**src/source/fpu_pkg.sv**
```systemverilog
// single precision only; operands are taken as normal numbers, results are truncated
package fpu_pkg;

  // --------------------
  // word layout
  // --------------------
  localparam int word_w   = 32;
  localparam int exp_w    = 8;
  // mantissa including the hidden bit
  localparam int man_w    = 24;
  localparam int exp_bias = 127;

  // --------------------
  // register map
  // --------------------
  // operand a, bytes 0 to 3
  localparam logic [3:0] reg_a0    = 4'd0;
  // operand b, bytes 4 to 7
  localparam logic [3:0] reg_b0    = 4'd4;
  localparam logic [3:0] reg_op    = 4'd8;
  // start on write, result byte 0 on read
  localparam logic [3:0] reg_start = 4'd9;
  localparam logic [3:0] reg_r0    = 4'd9;

  typedef enum logic {
    op_mul = 1'b0,
    op_div = 1'b1
  } fpu_op_e;

  // ieee fields
  typedef struct packed {
    logic             sign;
    logic [exp_w-1:0] exponent;
    logic [man_w-2:0] fraction;
  } fp_fields_t;

  // fields for the arithmetic units, byte lanes for the bus
  typedef union packed {
    fp_fields_t               f;
    logic [word_w/8-1:0][7:0] b;
  } fp_word_u;

endpackage

```
**src/source/unit_if.sv**
```systemverilog
// operands must stay stable while start is high; width must equal the package word width
interface unit_if #(
  parameter int width = fpu_pkg::word_w
) ();
  import fpu_pkg::*;

  logic     start;
  fp_word_u operand_a;
  fp_word_u operand_b;
  logic     done;
  fp_word_u result;

  // the union fixes the layout, so a different width cannot be honoured
  if (width != $bits(fp_word_u)) begin : g_width_check
    $error("unit_if width differs from the floating-point word");
  end

  modport ctrl (
    output start,
    input  done
  );

  modport unit (
    input  start,
    input  operand_a,
    input  operand_b,
    output done,
    output result
  );

endinterface

```
**src/source/fpu_regs.sv**
```systemverilog
// bus is active low on cs/rd/wr; writes are dropped while busy; data_out is zero when idle
module fpu_regs (
  input  logic              clk,
  input  logic              arst,
  input  logic [7:0]        data_in,
  output logic [7:0]        data_out,
  input  logic [3:0]        addr,
  input  logic              cs,
  input  logic              rd,
  input  logic              wr,
  input  logic              busy,
  input  logic              result_load,
  input  fpu_pkg::fp_word_u result,
  output fpu_pkg::fp_word_u operand_a,
  output fpu_pkg::fp_word_u operand_b,
  output fpu_pkg::fpu_op_e  op,
  output logic              start_req
);
  import fpu_pkg::*;

  logic     wr_en;
  logic     rd_en;
  fp_word_u result_q;

  assign wr_en = !cs && !wr;
  assign rd_en = !cs && !rd;

  assign start_req = wr_en && (addr == reg_start) && !busy;

  // --------------------
  // register writes
  // --------------------
  always_ff @(posedge clk, posedge arst) begin
    if (arst) begin
      operand_a <= '0;
      operand_b <= '0;
      op        <= op_mul;
    end else if (result_load) begin
      // result also lands in operand a so commands can be chained
      operand_a <= result;
    end else if (wr_en && !busy) begin
      case (addr) inside
        [reg_a0 : reg_a0 + 4'd3]: operand_a.b[2'(addr - reg_a0)] <= data_in;
        [reg_b0 : reg_b0 + 4'd3]: operand_b.b[2'(addr - reg_b0)] <= data_in;
        reg_op:                   op <= fpu_op_e'(data_in[0]);
        default: ;
      endcase
    end
  end

  always_ff @(posedge clk) begin
    if (result_load) begin
      result_q <= result;
    end
  end

  // --------------------
  // read mux
  // --------------------
  always_comb begin
    data_out = '0;
    if (rd_en) begin
      case (addr) inside
        [reg_a0 : reg_a0 + 4'd3]: data_out = operand_a.b[2'(addr - reg_a0)];
        [reg_b0 : reg_b0 + 4'd3]: data_out = operand_b.b[2'(addr - reg_b0)];
        reg_op:                   data_out = {7'b0, op};
        [reg_r0 : reg_r0 + 4'd3]: data_out = result_q.b[2'(addr - reg_r0)];
        default:                  data_out = '0;
      endcase
    end
  end

endmodule

```
**src/source/fpu_sequencer.sv**
```systemverilog
// one command at a time; op must not change while busy, which the register block ensures
module fpu_sequencer (
  input  logic             clk,
  input  logic             arst,
  input  logic             start_req,
  input  fpu_pkg::fpu_op_e op,
  input  logic             end_ack,
  unit_if.ctrl             mul,
  unit_if.ctrl             div,
  output logic             result_load,
  output logic             busy,
  output logic             cmd_end
);
  import fpu_pkg::*;

  typedef enum logic [1:0] {
    st_idle,
    st_run,
    st_finish,
    st_wait_ack
  } seq_state_e;

  seq_state_e state;
  logic       unit_done;

  assign unit_done = (op == op_div) ? div.done : mul.done;

  // --------------------
  // command fsm
  // --------------------
  always_ff @(posedge clk, posedge arst) begin
    if (arst) begin
      state     <= st_idle;
      mul.start <= 1'b0;
      div.start <= 1'b0;
    end else begin
      // start follows busy by a cycle and drops as soon as done is seen
      mul.start <= (state == st_run) && (op == op_mul) && !unit_done;
      div.start <= (state == st_run) && (op == op_div) && !unit_done;
      case (state)
        st_idle: begin
          if (start_req) begin
            state <= st_run;
          end
        end
        st_run: begin
          if (unit_done) begin
            state <= st_finish;
          end
        end
        // result captured on the way out of here
        st_finish: state <= st_wait_ack;
        st_wait_ack: begin
          if (end_ack) begin
            state <= st_idle;
          end
        end
        default: state <= st_idle;
      endcase
    end
  end

  assign busy        = (state != st_idle);
  assign result_load = (state == st_finish);
  assign cmd_end     = (state == st_wait_ack);

  // a raised start belongs to the unit op still selects, so at most one is high
  a_one_start: assert property (@(posedge clk) disable iff (arst)
    (!mul.start || op == op_mul) && (!div.start || op == op_div));

endmodule

```
**src/source/fpu_top.sv**
```systemverilog
// normal operands only, exponents must keep the result in range, results truncated
module fpu_top #(
  parameter int mul_steps = fpu_pkg::man_w,
  parameter int div_steps = fpu_pkg::man_w + 1
) (
  input  logic       clk,
  input  logic       arst,
  input  logic [7:0] data_in,
  output logic [7:0] data_out,
  input  logic [3:0] addr,
  input  logic       cs,
  input  logic       rd,
  input  logic       wr,
  input  logic       end_ack,
  output logic       cmd_end,
  output logic       busy
);
  import fpu_pkg::*;

  fp_word_u operand_a;
  fp_word_u operand_b;
  fp_word_u result;
  fpu_op_e  op;
  logic     start_req;
  logic     result_load;

  unit_if #(.width(word_w)) mul_bus ();
  unit_if #(.width(word_w)) div_bus ();

  // both units see the same operands, only the selected one is started
  assign mul_bus.operand_a = operand_a;
  assign mul_bus.operand_b = operand_b;
  assign div_bus.operand_a = operand_a;
  assign div_bus.operand_b = operand_b;

  assign result = (op == op_div) ? div_bus.result : mul_bus.result;

  fpu_regs regs_i (
    .clk, .arst, .data_in, .data_out, .addr, .cs, .rd, .wr,
    .busy, .result_load, .result, .operand_a, .operand_b, .op, .start_req
  );

  fpu_sequencer sequencer_i (
    .clk, .arst, .start_req, .op, .end_ack,
    .mul(mul_bus.ctrl), .div(div_bus.ctrl),
    .result_load, .busy, .cmd_end
  );

  mantissa_multiplier #(.mul_steps(mul_steps)) multiplier_i (
    .clk, .arst, .unit(mul_bus.unit)
  );

  mantissa_divider #(.div_steps(div_steps)) divider_i (
    .clk, .arst, .unit(div_bus.unit)
  );

endmodule

```
**src/source/mantissa_divider.sv**
```systemverilog
// correct only for div_steps equal to man_w+1; divisor must be normal, quotient is truncated
module mantissa_divider #(
  parameter int div_steps = fpu_pkg::man_w + 1
) (
  input logic  clk,
  input logic  arst,
  unit_if.unit unit
);
  import fpu_pkg::*;

  localparam int cnt_w = $clog2(div_steps + 1);

  typedef enum logic [2:0] {
    st_idle,
    st_load,
    st_trial,
    st_shift,
    st_norm,
    st_done
  } div_state_e;

  div_state_e       state;
  logic [cnt_w-1:0] cnt;
  // remainder stays below twice the divisor, one bit over the mantissa
  logic [man_w:0]   rem;
  logic [man_w-1:0] divisor;
  logic [man_w:0]   quotient;
  logic [man_w+1:0] diff;
  logic [exp_w+1:0] exp_diff;
  logic             sign;

  // trial subtraction, negative means the bit is zero and nothing is restored
  assign diff      = {1'b0, rem} - {2'b00, divisor};
  assign unit.done = (state == st_done);

  // --------------------
  // control
  // --------------------
  always_ff @(posedge clk, posedge arst) begin
    if (arst) begin
      state <= st_idle;
      cnt   <= '0;
    end else begin
      case (state)
        st_idle: begin
          if (unit.start) begin
            state <= st_load;
          end
        end
        st_load: begin
          cnt   <= '0;
          state <= st_trial;
        end
        st_trial: begin
          cnt   <= cnt + 1'b1;
          state <= st_shift;
        end
        st_shift: state <= (cnt == cnt_w'(div_steps)) ? st_norm : st_trial;
        st_norm:  state <= st_done;
        st_done: begin
          if (!unit.start) begin
            state <= st_idle;
          end
        end
        default: state <= st_idle;
      endcase
    end
  end

  // --------------------
  // datapath
  // --------------------
  always_ff @(posedge clk) begin
    case (state)
      st_load: begin
        rem      <= {2'b01, unit.operand_a.f.fraction};
        divisor  <= {1'b1, unit.operand_b.f.fraction};
        quotient <= '0;
        exp_diff <= {2'b00, unit.operand_a.f.exponent} - {2'b00, unit.operand_b.f.exponent}
                    + (exp_w + 2)'(exp_bias);
        sign     <= unit.operand_a.f.sign ^ unit.operand_b.f.sign;
      end
      st_trial: begin
        if (!diff[man_w+1]) begin
          rem <= diff[man_w:0];
        end
        quotient <= {quotient[man_w-1:0], !diff[man_w+1]};
      end
      st_shift: rem <= {rem[man_w-1:0], 1'b0};
      st_norm: begin
        unit.result.f.sign <= sign;
        // quotient in (0.5,2); without the top bit it needs one more shift
        if (quotient[man_w]) begin
          unit.result.f.fraction <= quotient[man_w-1:1];
          unit.result.f.exponent <= exp_diff[exp_w-1:0];
        end else begin
          unit.result.f.fraction <= quotient[man_w-2:0];
          unit.result.f.exponent <= exp_w'(exp_diff - 1'b1);
        end
      end
      default: ;
    endcase
  end

  // a zero exponent would clear the hidden bit the loop relies on
  a_divisor_normal: assert property (@(posedge clk) disable iff (arst)
    (state == st_idle && unit.start) |-> (unit.operand_b.f.exponent != '0));

endmodule

```
**src/source/mantissa_multiplier.sv**
```systemverilog
// correct only for mul_steps equal to man_w; normal operands, truncated result, no overflow check
module mantissa_multiplier #(
  parameter int mul_steps = fpu_pkg::man_w
) (
  input logic  clk,
  input logic  arst,
  unit_if.unit unit
);
  import fpu_pkg::*;

  localparam int cnt_w  = $clog2(mul_steps + 1);
  // extra top bit keeps the carry of each add
  localparam int prod_w = 2 * man_w + 1;

  typedef enum logic [2:0] {
    st_idle,
    st_load,
    st_add,
    st_shift,
    st_norm,
    st_done
  } mul_state_e;

  mul_state_e         state;
  logic [cnt_w-1:0]   cnt;
  logic [man_w-1:0]   multiplicand;
  logic [prod_w-1:0]  prod;
  logic [2*man_w-1:0] product;
  logic [exp_w+1:0]   exp_sum;
  logic               sign;

  assign product   = prod[2*man_w-1:0];
  assign unit.done = (state == st_done);

  // --------------------
  // control
  // --------------------
  always_ff @(posedge clk, posedge arst) begin
    if (arst) begin
      state <= st_idle;
      cnt   <= '0;
    end else begin
      case (state)
        st_idle: begin
          if (unit.start) begin
            state <= st_load;
          end
        end
        st_load: begin
          cnt   <= '0;
          state <= st_add;
        end
        st_add: begin
          cnt   <= cnt + 1'b1;
          state <= st_shift;
        end
        st_shift: state <= (cnt == cnt_w'(mul_steps)) ? st_norm : st_add;
        st_norm:  state <= st_done;
        st_done: begin
          if (!unit.start) begin
            state <= st_idle;
          end
        end
        default: state <= st_idle;
      endcase
    end
  end

  // --------------------
  // datapath
  // --------------------
  always_ff @(posedge clk) begin
    case (state)
      st_load: begin
        multiplicand <= {1'b1, unit.operand_a.f.fraction};
        // multiplier sits in the low half and drains out to the right
        prod    <= {{(man_w + 1){1'b0}}, 1'b1, unit.operand_b.f.fraction};
        exp_sum <= {2'b00, unit.operand_a.f.exponent} + {2'b00, unit.operand_b.f.exponent}
                   - (exp_w + 2)'(exp_bias);
        sign    <= unit.operand_a.f.sign ^ unit.operand_b.f.sign;
      end
      st_add: begin
        if (prod[0]) begin
          prod[prod_w-1:man_w] <= prod[prod_w-1:man_w] + {1'b0, multiplicand};
        end
      end
      st_shift: prod <= prod >> 1;
      st_norm: begin
        unit.result.f.sign <= sign;
        // product in [1,4), a leading one in the top bit means 1x.xxx
        if (product[2*man_w-1]) begin
          unit.result.f.fraction <= product[2*man_w-2:man_w];
          unit.result.f.exponent <= exp_w'(exp_sum + 1'b1);
        end else begin
          unit.result.f.fraction <= product[2*man_w-3:man_w-1];
          unit.result.f.exponent <= exp_sum[exp_w-1:0];
        end
      end
      default: ;
    endcase
  end

  a_cnt_range: assert property (@(posedge clk) disable iff (arst) cnt <= cnt_w'(mul_steps));

endmodule

```
**config.mk**
```make
export PLATFORM = sky130hd
export DESIGN_NAME = fpu_top
export DESIGN_NICKNAME = d
export VERILOG_FILES = /design/src/source/fpu_pkg.sv /design/src/source/unit_if.sv /design/src/source/fpu_regs.sv /design/src/source/fpu_sequencer.sv /design/src/source/fpu_top.sv /design/src/source/mantissa_divider.sv /design/src/source/mantissa_multiplier.sv
export SDC_FILE = /design/constraint.sdc
export NUM_CORES = 1
export LEC_CHECK = 0
export ABC_AREA = 1
export BUFFER_PORTS_ARGS = -buffer_cell sky130_fd_sc_hd__buf_2
export CORE_MARGIN = 10
export CORE_UTILIZATION = 50
export CTS_CLUSTER_DIAMETER = 50
export DETAILED_ROUTE_END_ITERATION = 8
export PLACE_DENSITY = 0.66
export SKIP_LAST_GASP = 1
export SYNTH_ARGS = -nofsm -noshare
export SYNTH_HDL_FRONTEND = slang
export SYNTH_SLANG_ARGS = --single-unit
```
**constraint.sdc**
```tcl
create_clock -name clk -period 4.3 [get_ports clk]
set_input_delay 0.43 -clock clk [delete_from_list [all_inputs] [get_ports clk]]
set_output_delay 0.43 -clock clk [all_outputs]
set_load 0.01 [all_outputs]
```
==> results of run 1 <==
worst max-delay path by stage:
| stage | end | slack [ns] | start | cells past startpoint |
|---|---|---|---|---|
| 2_1_floorplan | multiplier_i.state[0] | 1.06 | multiplier_i.state[0] | 3 |
| 3_3_place_gp | data_out[2] | 1.21 | addr[1] | 9 |
| 3_5_place_dp | data_out[2] | 1.15 | addr[1] | 9 |
| 4_1_cts | data_out[2] | 1.14 | addr[1] | 9 |
| 5_1_grt | data_out[2] | 1.00 | addr[1] | 9 |
| 6_report | data_out[5] | 1.15 | addr[1] | 9 |
power groups by stage:
| stage | Sequential (µW) | Combinational [µW] | Clock, µW |
|---|---|---|---|
| after global routing | 6440 | 8410 | 3330 |
| after detailed placement | 6360 | 7350 | 0 |
| after CTS | 6310 | 7410 | 3200 |
| after floorplan | 5940 | 5270 | 0 |
| after global placement | 6330 | 7250 | 0 |
| final | 6330 | 7430 | 3150 |
cell usage in the layout (no fill, tap or decap), types with 3 or more instances in the layout:
cell	count
mux2_2	4
nor3_1	12
nor2_2	4
nand3b_1	10
clkbuf_16	38
buf_4	18
nand4_1	17
o211ai_1	16
o21bai_1	4
clkinvlp_4	4
clkinv_1	7
clkbuf_1	9
nor2_1	139
inv_2	4
fa_1	4
xnor2_1	9
a31oi_1	3
xor2_1	23
a21oi_1	82
nand3_1	93
o21ai_1	5
dfrtp_1	85
nor2_4	9
nand2_1	732
buf_2	27
inv_1	352
o221ai_1	24
edfxtp_1	259
o22ai_1	17
o21ai_0	194
ha_1	85
clkinv_2	8
routing by layer:
metal | share of wire (%) | track usage [%] | vias up
met4 | 4.2 | 9.11 | 0
met2 | 44 | 35.2 | 605
met3 | 7.7 | 3.47 | 112
met1 | 44 | 31.7 | 7243
met5 | 0 | 0 | -
li1 | - | - | 7464
flip-flops by register name (all words and copies together), names as in the netlist, 2 cells and up:
| name | flops |
|---|---|
| multiplier_i.prod | 49 |
| divider_i.unit.result | 32 |
| multiplier_i.unit.result | 32 |
| regs_i.operand_a | 32 |
| regs_i.operand_b | 32 |
| regs_i.result_q | 32 |
| divider_i.quotient | 25 |
| divider_i.rem | 25 |
| divider_i.divisor | 23 |
| multiplier_i.multiplicand | 23 |
| divider_i.exp_diff | 8 |
| multiplier_i.exp_sum | 8 |
| divider_i.cnt | 5 |
| multiplier_i.cnt | 5 |
| divider_i.state | 3 |
| multiplier_i.state | 3 |
| sequencer_i.state | 2 |
area by class of cell:
cell class / instances / area (µm²) / area share (%)
clock inverters: 22 / 209 / 0.995
flip-flops and latches: 344 / 9900 / 47.2
multi-input cells: 1505 / 7620 / 36.3
well taps: 511 / 639 / 3.04
clock buffers: 48 / 998 / 4.75
inverters: 361 / 1360 / 6.46
repair buffers: 45 / 270 / 1.29
cell families after synthesis:
logic type	after synthesis	synth area share (%)
and+or+nand+nor	1027	21.8
buffers and inverters	422	8.55
AOI/OAI and AO/OA	352	10.2
DFF	344	51.8
adders and majority gates	90	6.04
xor gates and xnor gates	32	1.46
muxes	4	0.235
through the flow:
step	setup WS [ns]	hold slack (ns)
floorplan	1.06	0.400
global placement	1.21	0.401
detailed placement	1.15	0.406
CTS	1.14	0.0619
global route	1.00	0.0956
finish	1.15	0.0293
worst max-delay path, delay by kind of cell:
family	cells	cell delay, ns
compound gates	4	0.66
buf+inv	4	1.16
fa+ha+maj	1	0.46
==> flow_summary_export.csv, run 1 <==
group,metric,value,unit
detailed_routing,routed_via_density,5.44,
run,maxCapViolations,0,
detailed_routing,drc,0,
floorplanning,core,37800,µm²
pwr,combPwrFrac,43.9,%
global_routing,gr-total-overflow,0,
clocking,cts_sinks,344,
setup_path,r2r_end,"divider_i.rem[24]",
clocking,postCtsSetupRepairBufs,0,
synthesis,syn_avg_cell_area,8.43,µm²
setup_path,ff2ff_setup_slack,1.59,ns
synthesis,synth_common_cells,"nand2_1, inv_1, edfxtp_1, o21ai_0, nor2_1",
timing,slew_headroom,31.8,%
pwr,p_int,9520,µW
setup_path,r2r-start,"divider_i.state[1]",
synthesis,synth_cell_type_count,42,
synthesis,ys_seq_area_share,51.8,%
worst_hold_path,hp-class,"in2async",
setup_path,critPathMaxFanout,26,
pwr,sequentialPowerShare,37.4,%
pwr,fin_total_pwr,16900,µW
clocking,cts.path.max_buffers,3,
setup_path,crit_chain,"buf_2 -> inv_1 -> ha_1 -> inv_1 -> o21ai_0 -> o22ai_1 -> a21oi_1 -> a211oi_1 -> buf_2",
setup_path,cp-start-kind,"input pin",
detailed_routing,drtIter0Drc,1613,
detailed_routing,drtPass1Iterations,6,
pwr,switching_share,43.7,%
timing,fmax,317,MHz
pwr,p_switching,7390,µW
finish,area_delta_synth_final,9.76,%
setup_path,crit_slowest_cell,"inv_1",
synthesis,synth-edff-count,259,
synthesis,synth_nets,2379,
clocking,cts_max_level,2,
clocking,cts-hold-fix-buffers,0,
detailed_routing,routed_wl,53600,µm
timing,fin_tns_setup,0,ns
setup_path,end_kind,"output pin",
pwr,power_density,805,nW/µm²
synthesis,synth_most_common_cell,"nand2_1",
placed_design,dp_cells,2766,
finish,fillers,3456,
pwr,clkPwrFrac,18.6,%
synthesis,netlist_instances,2271,
detailed_routing,ant_nets,0,
synthesis,synth_area_leaders,"edfxtp_1, nand2_1, dfrtp_1",
placed_design,portBuffers,27,
clocking,path_clk_slew,0.06,ns
placed_design,dp_hpwl,40900,µm
finish,num_antenna_cells,0,
floorplanning,die-area,46500,µm²
timing,finalMaxSlewViolations,0,
global_routing,antenna_found_initial,0,
detailed_routing,num_vias,15400,
timing,hold_violations,0,
setup_path,critPathMaxStageDelay,0.55,ns
timing,tightestPinTransition,1.02,ns
global_routing,grt_max_degree,67,
timing,fin_skew,0.0124,ns
finish,fin_area,21000,µm²
clocking,numCtsBuffers,38,
timing,rsz0062_at_grt,"no",
floorplanning,die_w,216,µm
clocking,cts_tree,"done",
synthesis,synth_top_area_share,40.6,%
setup_path,criticalPathCategory,"in2out",
floorplanning,initial_core_util,50.7,%
synthesis,syn_area,19100,µm²
clocking,cts_root_buffer,"clkbuf_16",
synthesis,ys_seq_elements,344,
synthesis,yosysTopAreaCell,"edfxtp_1",
placed_design,placed_cell_area,19800,µm²
finish,final_cells,2836,
setup_path,worstPathArrival,2.72,ns
floorplanning,pin_count,28,
timing,fin_crit,3.15,ns
placed_design,gp_congestion,1.00,
clocking,worstSkewPairLatency,0.54,ns
floorplanning,rows,71,
pwr,ir_drop,0.517,mV
setup_path,r2r_cells,8,
pwr,p_leak,0.00954,µW
finish,fin_util,55.6,%
detailed_routing,wl_per_cell,18.9,µm
global_routing,grt_pass1_wl,83300,µm
timing,setup-violations-final,0,
synthesis,yosysWarnings,0,
setup_path,crit_required,3.87,ns
floorplanning,die_y,216,µm
timing,final.period_utilization,73.3,%
global_routing,grt_pass1_vias,14600,
clocking,cts-resized-gates,0,
global_routing,grtUsageTotal,22.8,%
finish,layout.nets,2403,
finish,drive_gt1_share,5.81,%
synthesis,synthArstFlopShare,24.7,%
outcome,status,"completed",
synthesis,synth_ff_type,"edfxtp_1",
No activity file was read; power rests on OpenSTA's default activity.
==> inputs of run 2 (changes only) <==
Clock period 4.3 ns to 3.2 ns, I/O delays scaled along.
==> flow_summary_export.csv, run 2 (synthesized netlist as in run 1, its figures left out) <==
group,metric,value,unit
outcome,status,"completed",
timing,fin_hold_ws,0.0541,ns
timing,final.period_utilization,80.0,%
pwr,sequentialPowerShare,35.9,%
detailed_routing,drtIter0Drc,1665,
detailed_routing,drtPass1Iterations,7,
detailed_routing,routed_wl,58600,µm
global_routing,antenna_found_initial,2,
timing,tightestPinTransition,0.905,ns
floorplanning,die_w,216,µm
pwr,p_leak,0.00969,µW
pwr,switching_share,44.3,%
setup_path,cp_common_cell,"o21ai_0",
clocking,cts_root_buffer,"clkbuf_16",
finish,drive_gt1_share,6.28,%
detailed_routing,num_vias,15600,
timing,rsz0062_at_grt,"no",
floorplanning,core,37800,µm²
detailed_routing,met3_length,4150,µm
run,maxCapViolations,0,
setup_path,crit_path_start,"regs_i.operand_a[5]",
timing,fmax,391,MHz
detailed_routing,ant_nets,0,
timing,hold_violations,0,
finish,layout.nets,2415,
setup_path,crit_slowest_cell,"dfrtp_1",
floorplanning,pin_count,28,
finish,num_antenna_cells,0,
finish,area_delta_synth_final,11.4,%
floorplanning,die_y,216,µm
global_routing,grt_pass1_vias,14900,
setup_path,end_kind,"output pin",
floorplanning,die-area,46500,µm²
setup_path,crit_chain,"inv_1 -> o21ai_0 -> a21oi_1 -> o21ai_0 -> nand2_1 -> a211oi_1 -> buf_2",
clocking,cts.path.max_buffers,3,
global_routing,grt_max_degree,66,
timing,fin_tns_setup,0,ns
placed_design,dp_hpwl,44100,µm
clocking,cts_sinks,344,
pwr,combPwrFrac,43.2,%
setup_path,criticalPathCategory,"reg2out",
detailed_routing,wl_per_cell,20.5,µm
finish,final_cell_mix,"nand2_1, inv_1, edfxtp_1, o21ai_0, nor2_1",
setup_path,worstPathArrival,2.24,ns
setup_path,ff2ff_setup_slack,0.72,ns
floorplanning,rows,71,
global_routing,gr-total-overflow,0,
clocking,numCtsBuffers,44,
clocking,cts-resized-gates,0,
timing,fin_skew,0.0225,ns
global_routing,grt_pass1_wl,89800,µm
clocking,cts_max_level,2,
worst_hold_path,hp-class,"in2reg",
detailed_routing,routed-wl-met2,26400,µm
placed_design,gp_congestion,0.983,
finish,top_register,"multiplier_i.prod",
finish,layout_commonest_cell,"nand2_1",
floorplanning,initial_core_util,50.7,%
setup_path,cp-start-kind,"flip-flop",
global_routing,grtUsageTotal,25.0,%
pwr,ir_drop,0.714,mV
pwr,clkPwrFrac,20.9,%
setup_path,critPathMaxFanout,3,
detailed_routing,routed_via_density,5.49,
finish,largest_reg_flops,49,
placed_design,portBuffers,27,
pwr,p_switching,10600,µW
timing,setup-violations-final,0,
worst_hold_path,hp-start,"data_in[1]",
setup_path,critPathMaxStageDelay,0.40,ns
clocking,cts_tree,"done",
timing,finalMaxSlewViolations,0,
setup_path,r2r-start,"multiplier_i.prod[24]",
detailed_routing,drc,0,
setup_path,crit_required,2.88,ns
pwr,power_density,1120,nW/µm²
detailed_routing,wl_met1,26200,µm
clocking,worstSkewPairLatency,0.60,ns
timing,slew_headroom,39.6,%
detailed_routing,top_layer,"met5",
clocking,path_clk_slew,0.06,ns
pwr,p_int,13300,µW
timing,fin_crit,2.56,ns
==> run 2: cell types whose count changed in the layout (fill, tap and decap cells not counted), sizes merged <==
cell and delta:
dlygate4sd3 +1, buf +5, bufinv +1, clkbuf +9, clkinvlp -1, clkinv -6
inv +6
==> run 2: timing repair <==
| action | 4_1_cts | 5_1_grt |
|---|---|---|
| setup buffers | 0 | 0 |
| hold buffers | 1 | 0 |
| endpoints found under the hold margin | 46 | 0 |
==> run 2: per-layer routing <==
layer  vias up  GRT usage, %
met4         4          7.56
met5         -             0
met2       602          39.1
met3       104          4.52
met1      7437          34.6
li1       7491             -
==> run 2: final cells by class <==
cell class | count | area [µm²]
fillers | 3506 | 16400
flip-flops and latches | 344 | 9900
multi-input cells | 1505 | 7630
inverters | 361 | 1360
clock buffers | 57 | 1160
well taps | 511 | 639
repair buffers | 51 | 330
clock inverters | 22 | 290
==> run 2: worst paths after layout <==
| kind | endpoint | cells after the start |
|---|---|---|
| max | data_out[5] | 7 |
| min | regs_i.operand_b[1] | 3 |
| max reg2reg | multiplier_i.prod[40] | 13 |
| min reg2reg | divider_i.unit.result[31] | 0 |
| max in group asynchronous | multiplier_i.cnt[2] | 4 |
| min in group asynchronous | regs_i.operand_b[18] | 3 |
==> run 2: worst max-delay path, delay by kind of cell, from the launching register on <==
| kind | cells | cell delay (ns) |
|---|---|---|
| AOI/OAI and AO/OA | 4 | 0.75 |
| DFF | 1 | 0.40 |
| buffers and inverters | 2 | 0.40 |
| and+or+nand+nor | 1 | 0.10 |
==> run 2: power groups by stage <==
stage / registers, µW / clock network (µW) / logic, µW
after floorplan: 7990 / 0 / 7090
after global placement: 8560 / 0 / 10100
after detailed placement: 8610 / 0 / 10200
after CTS: 8540 / 5050 / 10300
after global routing: 8700 / 5220 / 11600
final: 8570 / 4980 / 10300
==> run 2: stage by stage <==
stage | cells | setup slack, ns | utilization (%) | total power (µW) | area (µm²)
after floorplan | 2271 | -0.0383 | - | 15100 | 19100
after global placement | 2771 | 0.756 | 52.6 | 18600 | 19900
after detailed placement | 2771 | 0.657 | 52.6 | 18800 | 19900
after CTS | 2851 | 0.633 | 56.4 | 23900 | 21300
after global routing | 2851 | 0.488 | 56.4 | 25500 | 21300
final | 2851 | 0.639 | 56.4 | 23900 | 21300
